File: config.mk
export PLATFORM = sky130hd
export DESIGN_NAME = simple_processor
export DESIGN_NICKNAME = d
export VERILOG_FILES = /design/src/verilog/simple_processor_pkg.sv /design/src/verilog/exec_if.sv /design/src/verilog/simple_processor.sv /design/src/verilog/writeback_sel.sv /design/src/verilog/lsu_unit.sv /design/src/verilog/alu_unit.sv /design/src/verilog/reg_file.sv /design/src/verilog/ins_dec.sv /design/src/verilog/fetch_seq.sv
export SDC_FILE = /design/constraint.sdc
export NUM_CORES = 1
export LEC_CHECK = 0
export BUFFER_PORTS_ARGS = -buffer_cell sky130_fd_sc_hd__clkbuf_2
export CAP_MARGIN = 20
export CELL_PAD_IN_SITES_DETAIL_PLACEMENT = 0
export CELL_PAD_IN_SITES_GLOBAL_PLACEMENT = 1
export CORE_ASPECT_RATIO = 0.75
export CORE_MARGIN = 2
export CORE_UTILIZATION = 35
export CTS_CLUSTER_DIAMETER = 120
export DETAILED_ROUTE_END_ITERATION = 8
export PLACE_DENSITY_LB_ADDON = 0.05
export SYNTH_ARGS = -nofsm -noshare
export SYNTH_HDL_FRONTEND = slang
export SYNTH_HIERARCHICAL = 1
export SYNTH_SLANG_ARGS = --single-unit
File: constraint.sdc
create_clock -name clk_i -period 7.9 [get_ports clk_i]
set_clock_uncertainty 0.15 [all_clocks]
set_input_delay 1.185 -clock clk_i [delete_from_list [all_inputs] [get_ports clk_i]]
set_output_delay 1.185 -clock clk_i [all_outputs]
set_load 0.02 [all_outputs]
File: src/verilog/simple_processor_pkg.sv
package simple_processor_pkg;

  ////////////////////////////////
  // widths
  ////////////////////////////////

  localparam int ADDR_WIDTH     = 16;  // default memory address width
  localparam int DATA_WIDTH     = 16;  // default memory data width
  localparam int INSTR_WIDTH    = 16;
  localparam int REG_ADDR_WIDTH = 3;   // 8 registers
  localparam int IMM_WIDTH      = 6;
  localparam int OPC_WIDTH      = 4;

  // instruction field positions, lsb of each field
  localparam int OPC_LSB = 12;  // 15:12
  localparam int RD_LSB  = 9;   // 11:9
  localparam int RS1_LSB = 6;   // 8:6
  localparam int RS2_LSB = 3;   // 5:3
  localparam int IMM_LSB = 0;   // 5:0, overlaps rs2

  ////////////////////////////////
  // types
  ////////////////////////////////

  typedef logic [ADDR_WIDTH-1:0]     addr_t;      // byte address
  typedef logic [DATA_WIDTH-1:0]     data_t;      // register / memory word
  typedef logic [INSTR_WIDTH-1:0]    instr_t;
  typedef logic [REG_ADDR_WIDTH-1:0] reg_addr_t;
  typedef logic signed [IMM_WIDTH-1:0] imm_t;     // raw immediate field

  // values equal the opcode field
  typedef enum logic [OPC_WIDTH-1:0] {
    NOP   = 4'd0,
    ADD   = 4'd1,
    SUB   = 4'd2,
    AND   = 4'd3,
    OR    = 4'd4,
    XOR   = 4'd5,
    ADDI  = 4'd6,  // rs1 + sext(imm)
    LOAD  = 4'd7,  // rd <- mem[rs1 + sext(imm)]
    STORE = 4'd8   // mem[rs1 + sext(imm)] <- rd
  } func_t;

endpackage
File: src/verilog/exec_if.sv
`timescale 1ns/1ps

// one decoded operation, broadcast to both units
interface exec_if import simple_processor_pkg::*; ();

  logic      issue;  // single cycle strobe
  func_t     func;
  reg_addr_t rd;     // destination index
  data_t     op_a;   // rs1 data
  data_t     op_b;   // rs2 data, rd data for STORE
  data_t     imm;    // already sign extended

  modport issuer (
    output issue, func, rd, op_a, op_b, imm
  );

  modport unit (
    input issue, func, rd, op_a, op_b, imm
  );

endinterface

File: src/verilog/simple_processor.sv
`timescale 1ns/1ps

module simple_processor import simple_processor_pkg::*; #(
  parameter int MEM_ADDR_WIDTH = ADDR_WIDTH,
  parameter int MEM_DATA_WIDTH = DATA_WIDTH
) (
  input  logic   clk_i,
  input  logic   arst_ni,
  input  addr_t  boot_addr_i,
  // instruction port
  output logic   imem_req_o,
  output addr_t  imem_addr_o,
  input  instr_t imem_rdata_i,
  input  logic   imem_ack_i,
  // data port
  output logic   dmem_req_o,
  output logic   dmem_we_o,
  output addr_t  dmem_addr_o,
  output data_t  dmem_wdata_o,
  input  data_t  dmem_rdata_i,
  input  logic   dmem_ack_i
);

  ////////////////////////////////
  // wires
  ////////////////////////////////

  instr_t    instr;
  logic      issue;
  logic      retire;
  reg_addr_t rs1_addr, rs2_addr;
  data_t     rs1_data, rs2_data;
  logic      alu_done, alu_we;
  reg_addr_t alu_rd;
  data_t     alu_result;
  logic      lsu_done, lsu_we;
  reg_addr_t lsu_rd;
  data_t     lsu_data;
  logic      rf_we;
  reg_addr_t rf_addr;
  data_t     rf_data;

  exec_if exec_bus ();  // decoder to both units

  ////////////////////////////////
  // blocks
  ////////////////////////////////

  fetch_seq #(.MEM_ADDR_WIDTH(MEM_ADDR_WIDTH)) fetch_seq_i (
    .clk_i, .arst_ni, .boot_addr_i,
    .retire_i(retire),
    .imem_req_o, .imem_addr_o, .imem_rdata_i, .imem_ack_i,
    .instr_o(instr), .issue_o(issue)
  );

  ins_dec ins_dec_i (
    .instr_i(instr), .issue_i(issue),
    .rs1_addr_o(rs1_addr), .rs2_addr_o(rs2_addr),
    .rs1_data_i(rs1_data), .rs2_data_i(rs2_data),
    .exec(exec_bus.issuer)
  );

  reg_file reg_file_i (
    .clk_i, .arst_ni,
    .rs1_addr_i(rs1_addr), .rs2_addr_i(rs2_addr),
    .rd_addr_i(rf_addr), .rd_data_i(rf_data), .we_i(rf_we),
    .rs1_data_o(rs1_data), .rs2_data_o(rs2_data)
  );

  alu_unit alu_unit_i (
    .clk_i, .arst_ni, .exec(exec_bus.unit),
    .done_o(alu_done), .we_o(alu_we), .rd_addr_o(alu_rd), .result_o(alu_result)
  );

  lsu_unit #(.MEM_ADDR_WIDTH(MEM_ADDR_WIDTH), .MEM_DATA_WIDTH(MEM_DATA_WIDTH)) lsu_unit_i (
    .clk_i, .arst_ni, .exec(exec_bus.unit),
    .dmem_req_o, .dmem_we_o, .dmem_addr_o, .dmem_wdata_o, .dmem_rdata_i, .dmem_ack_i,
    .done_o(lsu_done), .we_o(lsu_we), .rd_addr_o(lsu_rd), .load_data_o(lsu_data)
  );

  writeback_sel writeback_sel_i (
    .alu_done_i(alu_done), .alu_we_i(alu_we), .alu_rd_i(alu_rd), .alu_result_i(alu_result),
    .lsu_done_i(lsu_done), .lsu_we_i(lsu_we), .lsu_rd_i(lsu_rd), .lsu_data_i(lsu_data),
    .rf_we_o(rf_we), .rf_addr_o(rf_addr), .rf_data_o(rf_data),
    .retire_o(retire)
  );

endmodule

File: src/verilog/writeback_sel.sv
`timescale 1ns/1ps

module writeback_sel import simple_processor_pkg::*; (
  input  logic      alu_done_i,
  input  logic      alu_we_i,
  input  reg_addr_t alu_rd_i,
  input  data_t     alu_result_i,
  input  logic      lsu_done_i,
  input  logic      lsu_we_i,
  input  reg_addr_t lsu_rd_i,
  input  data_t     lsu_data_i,
  output logic      rf_we_o,
  output reg_addr_t rf_addr_o,
  output data_t     rf_data_o,
  output logic      retire_o
);

  // one instruction in flight, so at most one done at a time
  always_comb begin
    if (lsu_done_i) begin
      rf_addr_o = lsu_rd_i;
      rf_data_o = lsu_data_i;
    end else begin
      rf_addr_o = alu_rd_i;
      rf_data_o = alu_result_i;
    end
  end

  assign rf_we_o  = (alu_done_i && alu_we_i) || (lsu_done_i && lsu_we_i);
  assign retire_o = alu_done_i || lsu_done_i;  // same cycle as the write

endmodule

File: src/verilog/lsu_unit.sv
`timescale 1ns/1ps

module lsu_unit import simple_processor_pkg::*; #(
  parameter int MEM_ADDR_WIDTH = ADDR_WIDTH,
  parameter int MEM_DATA_WIDTH = DATA_WIDTH
) (
  input  logic                      clk_i,
  input  logic                      arst_ni,
  exec_if.unit                      exec,
  output logic                      dmem_req_o,
  output logic                      dmem_we_o,
  output logic [MEM_ADDR_WIDTH-1:0] dmem_addr_o,
  output logic [MEM_DATA_WIDTH-1:0] dmem_wdata_o,
  input  logic [MEM_DATA_WIDTH-1:0] dmem_rdata_i,
  input  logic                      dmem_ack_i,
  output logic                      done_o,
  output logic                      we_o,
  output reg_addr_t                 rd_addr_o,
  output data_t                     load_data_o
);

  typedef enum logic [1:0] {IDLE, REQ, DONE} lsu_state_t;

  lsu_state_t                state_q;
  logic                      claim;
  logic                      store_q;  // 1 store, 0 load
  logic [MEM_ADDR_WIDTH-1:0] addr_q;
  logic [MEM_DATA_WIDTH-1:0] wdata_q;
  reg_addr_t                 rd_q;
  data_t                     load_q;

  assign claim = exec.issue && (exec.func inside {LOAD, STORE});

  ////////////////////////////////
  // request FSM
  ////////////////////////////////

  always_ff @(posedge clk_i or negedge arst_ni) begin
    if (!arst_ni) begin
      state_q <= IDLE;
      store_q <= 1'b0;
    end else begin
      case (state_q)
        IDLE: if (claim) begin
          state_q <= REQ;
          store_q <= (exec.func == STORE);
        end
        REQ:     if (dmem_ack_i) state_q <= DONE;  // held until ack
        DONE:    state_q <= IDLE;
        default: state_q <= IDLE;
      endcase
    end
  end

  // payload, stable for the whole request
  always_ff @(posedge clk_i) begin
    if (state_q == IDLE && claim) begin
      addr_q  <= MEM_ADDR_WIDTH'(exec.op_a + exec.imm);  // rs1 + sext(imm)
      wdata_q <= MEM_DATA_WIDTH'(exec.op_b);             // rd data on store
      rd_q    <= exec.rd;
    end
    if (state_q == REQ && dmem_ack_i) begin
      load_q <= data_t'(dmem_rdata_i);  // rdata valid in ack cycle
    end
  end

  assign dmem_req_o   = (state_q == REQ);
  assign dmem_we_o    = (state_q == REQ) && store_q;
  assign dmem_addr_o  = addr_q;
  assign dmem_wdata_o = wdata_q;
  assign done_o       = (state_q == DONE);             // cycle after ack
  assign we_o         = (state_q == DONE) && !store_q; // only loads write back
  assign rd_addr_o    = rd_q;
  assign load_data_o  = load_q;

endmodule

File: src/verilog/alu_unit.sv
`timescale 1ns/1ps

module alu_unit import simple_processor_pkg::*; (
  input  logic      clk_i,
  input  logic      arst_ni,
  exec_if.unit      exec,
  output logic      done_o,
  output logic      we_o,
  output reg_addr_t rd_addr_o,
  output data_t     result_o
);

  logic  claim;   // this op belongs to the alu
  data_t result;  // combinational result
  logic  done_q;
  logic  we_q;
  reg_addr_t rd_q;
  data_t result_q;

  assign claim = exec.issue && (exec.func inside {NOP, ADD, SUB, AND, OR, XOR, ADDI});

  always_comb begin
    case (exec.func)
      ADD:     result = exec.op_a + exec.op_b;  // wraps mod 2^16
      SUB:     result = exec.op_a - exec.op_b;
      AND:     result = exec.op_a & exec.op_b;
      OR:      result = exec.op_a | exec.op_b;
      XOR:     result = exec.op_a ^ exec.op_b;
      ADDI:    result = exec.op_a + exec.imm;
      default: result = '0;                     // NOP
    endcase
  end

  always_ff @(posedge clk_i or negedge arst_ni) begin
    if (!arst_ni) begin
      done_q <= 1'b0;
      we_q   <= 1'b0;
    end else begin
      done_q <= claim;                          // one cycle after issue
      we_q   <= claim && (exec.func != NOP);    // NOP retires silently
    end
  end

  always_ff @(posedge clk_i) begin
    if (claim) begin
      rd_q     <= exec.rd;
      result_q <= result;
    end
  end

  assign done_o    = done_q;
  assign we_o      = we_q;
  assign rd_addr_o = rd_q;
  assign result_o  = result_q;

endmodule

File: src/verilog/reg_file.sv
`timescale 1ns/1ps

module reg_file import simple_processor_pkg::*; (
  input  logic      clk_i,
  input  logic      arst_ni,
  input  reg_addr_t rs1_addr_i,
  input  reg_addr_t rs2_addr_i,
  input  reg_addr_t rd_addr_i,
  input  data_t     rd_data_i,
  input  logic      we_i,
  output data_t     rs1_data_o,
  output data_t     rs2_data_o
);

  localparam int NUM_REGS = 2 ** REG_ADDR_WIDTH;

  data_t regs_q [NUM_REGS];  // r0 is an ordinary register

  // single write port
  always_ff @(posedge clk_i or negedge arst_ni) begin
    if (!arst_ni) begin
      for (int i = 0; i < NUM_REGS; i++) begin
        regs_q[i] <= '0;
      end
    end else if (we_i) begin
      regs_q[rd_addr_i] <= rd_data_i;
    end
  end

  // two async read ports
  assign rs1_data_o = regs_q[rs1_addr_i];
  assign rs2_data_o = regs_q[rs2_addr_i];

endmodule

File: src/verilog/ins_dec.sv
`timescale 1ns/1ps

module ins_dec import simple_processor_pkg::*; (
  input  instr_t    instr_i,
  input  logic      issue_i,
  output reg_addr_t rs1_addr_o,
  output reg_addr_t rs2_addr_o,
  input  data_t     rs1_data_i,
  input  data_t     rs2_data_i,
  exec_if.issuer    exec
);

  logic [OPC_WIDTH-1:0] opc;
  func_t                func;
  reg_addr_t            rd_addr;
  imm_t                 imm_raw;

  assign opc     = instr_i[OPC_LSB +: OPC_WIDTH];
  assign rd_addr = instr_i[RD_LSB +: REG_ADDR_WIDTH];
  assign imm_raw = instr_i[IMM_LSB +: IMM_WIDTH];

  // opcode to func, anything unknown runs as NOP
  always_comb begin
    case (opc)
      ADD, SUB, AND, OR, XOR,
      ADDI, LOAD, STORE: func = func_t'(opc);
      default:           func = NOP;
    endcase
  end

  // register file read addresses
  assign rs1_addr_o = instr_i[RS1_LSB +: REG_ADDR_WIDTH];
  assign rs2_addr_o = (func == STORE) ? rd_addr  // store data lives in rd
                                      : instr_i[RS2_LSB +: REG_ADDR_WIDTH];

  ////////////////////////////////
  // drive the exec bus
  ////////////////////////////////

  assign exec.issue = issue_i;
  assign exec.func  = func;
  assign exec.rd    = rd_addr;
  assign exec.op_a  = rs1_data_i;
  assign exec.op_b  = rs2_data_i;
  assign exec.imm   = {{(DATA_WIDTH-IMM_WIDTH){imm_raw[IMM_WIDTH-1]}}, imm_raw};  // sign ext

endmodule

File: src/verilog/fetch_seq.sv
`timescale 1ns/1ps

module fetch_seq import simple_processor_pkg::*; #(
  parameter int MEM_ADDR_WIDTH = ADDR_WIDTH
) (
  input  logic                      clk_i,
  input  logic                      arst_ni,
  input  logic [MEM_ADDR_WIDTH-1:0] boot_addr_i,
  input  logic                      retire_i,     // from writeback
  output logic                      imem_req_o,
  output logic [MEM_ADDR_WIDTH-1:0] imem_addr_o,
  input  instr_t                    imem_rdata_i,
  input  logic                      imem_ack_i,
  output instr_t                    instr_o,      // latched word to decoder
  output logic                      issue_o
);

  typedef enum logic [1:0] {
    BOOT,   // load boot address
    FETCH,  // req held until ack
    ISSUE,  // one cycle, starts the units
    EXEC    // wait for retire
  } fetch_state_t;

  fetch_state_t              state_q;
  fetch_state_t              state_d;
  logic [MEM_ADDR_WIDTH-1:0] pc_q;
  instr_t                    instr_q;

  ////////////////////////////////
  // next state
  ////////////////////////////////

  always_comb begin
    state_d = state_q;
    case (state_q)
      BOOT:  state_d = FETCH;
      FETCH: if (imem_ack_i) state_d = ISSUE;
      ISSUE: state_d = EXEC;
      EXEC:  if (retire_i) state_d = FETCH;  // back-pressure just stretches here
      default: state_d = BOOT;
    endcase
  end

  always_ff @(posedge clk_i or negedge arst_ni) begin
    if (!arst_ni) begin
      state_q <= BOOT;
      pc_q    <= '0;
    end else begin
      state_q <= state_d;
      if (state_q == BOOT) begin
        pc_q <= boot_addr_i;
      end else if (state_q == EXEC && retire_i) begin
        pc_q <= pc_q + MEM_ADDR_WIDTH'(2);  // 16-bit instructions
      end
    end
  end

  // instruction word, captured in the ack cycle
  always_ff @(posedge clk_i) begin
    if (state_q == FETCH && imem_ack_i) begin
      instr_q <= imem_rdata_i;
    end
  end

  ////////////////////////////////
  // outputs
  ////////////////////////////////

  assign imem_req_o  = (state_q == FETCH);
  assign imem_addr_o = pc_q;
  assign instr_o     = instr_q;
  assign issue_o     = (state_q == ISSUE);  // exactly once per instruction

endmodule

==> impl_metrics.env <==
export IMPL_most_common_layout_cells="sky130_fd_sc_hd__mux2_2, sky130_fd_sc_hd__dfrtp_1, sky130_fd_sc_hd__clkbuf_2"
export IMPL_synth_seq_cells=237
export IMPL_finalPower_mw=4.62
export IMPL_grt_pass1_wl_mm=61.2
export IMPL_vias_per_cell=5.37
export IMPL_hold_buffers=0
export IMPL_number_of_drc_markers_after_the_initial_detailed_route_iteration=525
export IMPL_detailed_place_hpwl_mm=27.3
export IMPL_die_extent_in_x_um=239
export IMPL_fmax_mhz=157
export IMPL_ioPinCount=103
export IMPL_synthesis_yosys_warnings=6
export IMPL_wl_per_cell_um=23.6
export IMPL_grt_setup_unrepaired="no"
export IMPL_numClockSinks=237
export IMPL_synthArstFlopShare_pct=63.7
export IMPL_postCtsSetupBuffers=0
export IMPL_timing_reg2reg_setup_slack_ps=1520
export IMPL_clkSlewWorstSetupHoldPaths_ps=60
export IMPL_worstSkewPairLatency_ps=570
export IMPL_die_h_um=180
export IMPL_tritoncts="done"
export IMPL_final_antenna_net_count=0
export IMPL_final_period_utilization_pct=80.8
export IMPL_ys_flop_type="sky130_fd_sc_hd__dfrtp_1"
export IMPL_setup_violations_final=0
export IMPL_cp_arrival_ps=6520
export IMPL_drt_pre_antenna_iters=5
export IMPL_cp_required_ps=8030
export IMPL_first_global_vias=9314
export IMPL_final_fill_count=3896
export IMPL_maximum_number_of_pins_on_one_net_before_global_route_repair=98
export IMPL_cts_root_buf="sky130_fd_sc_hd__clkbuf_16"
export IMPL_vdd_drop_max_mv=0.248
export IMPL_type_of_the_worst_setup_path="reg -> reg"
export IMPL_syn2layout_area_growth_pct=11.0
export IMPL_max_slew_worst_pin_slew_ps=1040
export IMPL_final_core_util_pct=39.5
export IMPL_min_period_ps=6380
export IMPL_syn_mean_instance_area_um2=13.2
export IMPL_antenna_found_initial=2
export IMPL_timing_hold_worst_endpoint="fetch_seq_i/imem_addr_o[0]"
export IMPL_cts_made_buffers=28
export IMPL_regToRegStartpoint="fetch_seq_i/instr_o[12]"
export IMPL_worstSetupEndpointType="flop"
export IMPL_die_area_um2=43100
export IMPL_total_leakage_power_nw=7.25
export IMPL_timing_hold_worst_path_depth=1
export IMPL_hold_path_startpoint="fetch_seq_i/imem_addr_o[0]"
export IMPL_cts_root_to_sink_buffers=3
export IMPL_globalRouteTotalUtil_pct=18.9
export IMPL_cts_repair_resized=0
export IMPL_initial_core_util_pct=35.5
export IMPL_htree_num_levels=1
export IMPL_crit_path_start="fetch_seq_i/instr_o[12]"
export IMPL_syn_num_nets=1228
export IMPL_crit_path_max_fanout=21
export IMPL_drive_above_1_share_pct=33.2
export IMPL_globalRouteOverflowTotal=0
export IMPL_place_congestion=0.766
export IMPL_final_nets=1272
export IMPL_tns_ps=0
export IMPL_run_status="finished, final reports clean"
export IMPL_maxCapViolCount=0
export IMPL_final_hold_viol_count=0
export IMPL_remaining_drc_errors=0
export IMPL_rr_endpoint="alu_unit_i/result_o[15]"
export IMPL_core_area_um2=40800
export IMPL_worstHoldPathType="reg -> reg"
export IMPL_power_density_nw_per_um2=287
export IMPL_number_of_flops_mapped_to_enable_cells_by_yosys=86
export IMPL_vias=9095
export IMPL_synthCells=1101
export IMPL_synth_lib_cells_used_distinct=68
export IMPL_antenna_diode_count=0
export IMPL_worst_slew_margin_rel_pct=30.5
export IMPL_place_port_buffers=102
export IMPL_start_kind="flop"
export IMPL_detail_route_wirelength_mm=40.0
export IMPL_fp_row_count=64
export IMPL_mostFrequentLayoutCell="sky130_fd_sc_hd__mux2_2"
export IMPL_report_final_slew_viol_count=0
export IMPL_worst_r2r_cell_count=20
export IMPL_synth_seq_area_share_pct=43.8
export IMPL_syn_cell_area_um2=14500
## Yosys cell counts, types with 4 or more instances
cell,count,area (um^2)
sky130_fd_sc_hd__nor4_2,5,62.6
sky130_fd_sc_hd__xnor2_1,22,193
sky130_fd_sc_hd__nand4_1,8,50.1
sky130_fd_sc_hd__a221oi_1,17,149
sky130_fd_sc_hd__buf_4,60,450
sky130_fd_sc_hd__a211oi_1,10,75.1
sky130_fd_sc_hd__a31oi_1,4,25.0
sky130_fd_sc_hd__nor4_1,4,25.0
sky130_fd_sc_hd__clkbuf_1,19,71.3
sky130_fd_sc_hd__a21oi_1,31,155
sky130_fd_sc_hd__mux2_4,18,270
sky130_fd_sc_hd__mux2i_1,5,50.1
sky130_fd_sc_hd__o21ai_0,53,265
sky130_fd_sc_hd__a22oi_1,10,75.1
sky130_fd_sc_hd__buf_1,5,18.8
sky130_fd_sc_hd__buf_2,9,45.0
sky130_fd_sc_hd__mux4_1,56,1470
sky130_fd_sc_hd__a21o_1,12,90.1
sky130_fd_sc_hd__xor2_1,18,158
sky130_fd_sc_hd__nand2_1,42,158
sky130_fd_sc_hd__nand2b_1,4,25.0
sky130_fd_sc_hd__nor2_1,43,161
sky130_fd_sc_hd__inv_1,46,173
sky130_fd_sc_hd__mux4_2,8,180
sky130_fd_sc_hd__nor2b_1,9,56.3
sky130_fd_sc_hd__ha_1,73,913
sky130_fd_sc_hd__mux2_2,166,1870
sky130_fd_sc_hd__dfrtp_1,151,3780
sky130_fd_sc_hd__or2_2,5,31.3
sky130_fd_sc_hd__nand3_1,6,30.0
sky130_fd_sc_hd__edfxtp_1,86,2580
sky130_fd_sc_hd__nor3_1,20,100
sky130_fd_sc_hd__buf_6,12,135
sky130_fd_sc_hd__o21ai_1,6,30.0
sky130_fd_sc_hd__and2_1,6,37.5
## state kept, by name (all words and copies together), names as in the netlist, 2 cells and up
signal,flops
reg_file_i/regs_q,128
fetch_seq_i/imem_addr_o,16
lsu_unit_i/dmem_addr_o,16
fetch_seq_i/instr_o,16
lsu_unit_i/load_data_o,16
lsu_unit_i/rd_addr_o,3
alu_unit_i/rd_addr_o,3
lsu_unit_i/state_q,2
lsu_unit_i/dmem_wdata_o,16
alu_unit_i/result_o,16
fetch_seq_i/state_q,2
## worst max-delay path by stage
stage / endpoint / slack [ps] / depth (start not counted)
final: alu_unit_i/result_o[15] / 1520 / 20
after floorplan: alu_unit_i/result_o[15] / 2300 / 21
after CTS: alu_unit_i/result_o[15] / 1500 / 19
after global placement: alu_unit_i/result_o[15] / 1650 / 19
after detailed placement: alu_unit_i/result_o[15] / 1510 / 19
after global routing: alu_unit_i/result_o[15] / 1010 / 20
## report_power, final
| part | total [mW] | internal [mW] | switching [mW] |
|---|---|---|---|
| clock network | 1.30 | 0.770 | 0.534 |
| registers | 1.70 | 1.53 | 0.174 |
| logic | 1.62 | 0.686 | 0.929 |
| total | 4.62 | 2.98 | 1.64 |
## layout make-up
cell class | instances | area (um^2) | share of cell area (%)
multi-input cells | 711 | 7320 | 45.4
flip-flops and latches | 237 | 6360 | 39.5
clock buffers | 49 | 903 | 5.61
repair buffers | 121 | 672 | 4.17
well taps | 528 | 661 | 4.10
inverters | 46 | 173 | 1.07
clock inverters | 2 | 21.3 | 0.132
## per-layer routing
layer	global-route usage [%]	up-vias	wire [um]
li1	-	4254	-
met1	28.9	4635	20500
met2	28.5	155	17400
met3	2.48	51	1280
met4	4.08	0	834
met5	0	-	0
## stage by stage
step	area [um^2]	setup WS, ps	std cells	hold WS, ps
6_report	16100	1520	1694	357
5_1_grt	16100	1010	1694	378
4_1_cts	16100	1500	1693	352
3_5_place_dp	15200	1510	1642	336
3_3_place_gp	15200	1650	1642	333
2_1_floorplan	14500	2300	1101	335
## cell families (layout without fill, tap and decap cells)
kind of cell / after synthesis / count (layout) / share of synthesized area (%)
mux: 253 / 253 / 26.5
flops: 237 / 237 / 43.8
compound gates: 172 / 172 / 7.79
simple gates: 171 / 171 / 6.72
buf+inv: 153 / 218 / 6.22
fa+ha+maj: 75 / 75 / 6.57
xor+xnor: 40 / 40 / 2.41
## worst max-delay path, cell delays in order, from the launching register on
cell and delay [ps]:
sky130_fd_sc_hd__edfxtp_1 420, sky130_fd_sc_hd__nor4b_4 280, sky130_fd_sc_hd__buf_4 240, sky130_fd_sc_hd__mux2_2 720, sky130_fd_sc_hd__mux4_1 640, sky130_fd_sc_hd__mux2_2 370
sky130_fd_sc_hd__or4_4 580, sky130_fd_sc_hd__nor3_1 190, sky130_fd_sc_hd__nand2_1 130, sky130_fd_sc_hd__nor3_1 220, sky130_fd_sc_hd__nor3_1 70, sky130_fd_sc_hd__a21oi_1 140
sky130_fd_sc_hd__o21ai_0 120, sky130_fd_sc_hd__ha_1 330, sky130_fd_sc_hd__a21oi_1 210, sky130_fd_sc_hd__o221ai_1 140, sky130_fd_sc_hd__a211oi_1 500, sky130_fd_sc_hd__o21ai_0 220
sky130_fd_sc_hd__xnor2_1 200, sky130_fd_sc_hd__xnor2_1 140, sky130_fd_sc_hd__o21ai_1 70
Note: power is estimated with default switching activity, not from simulation.
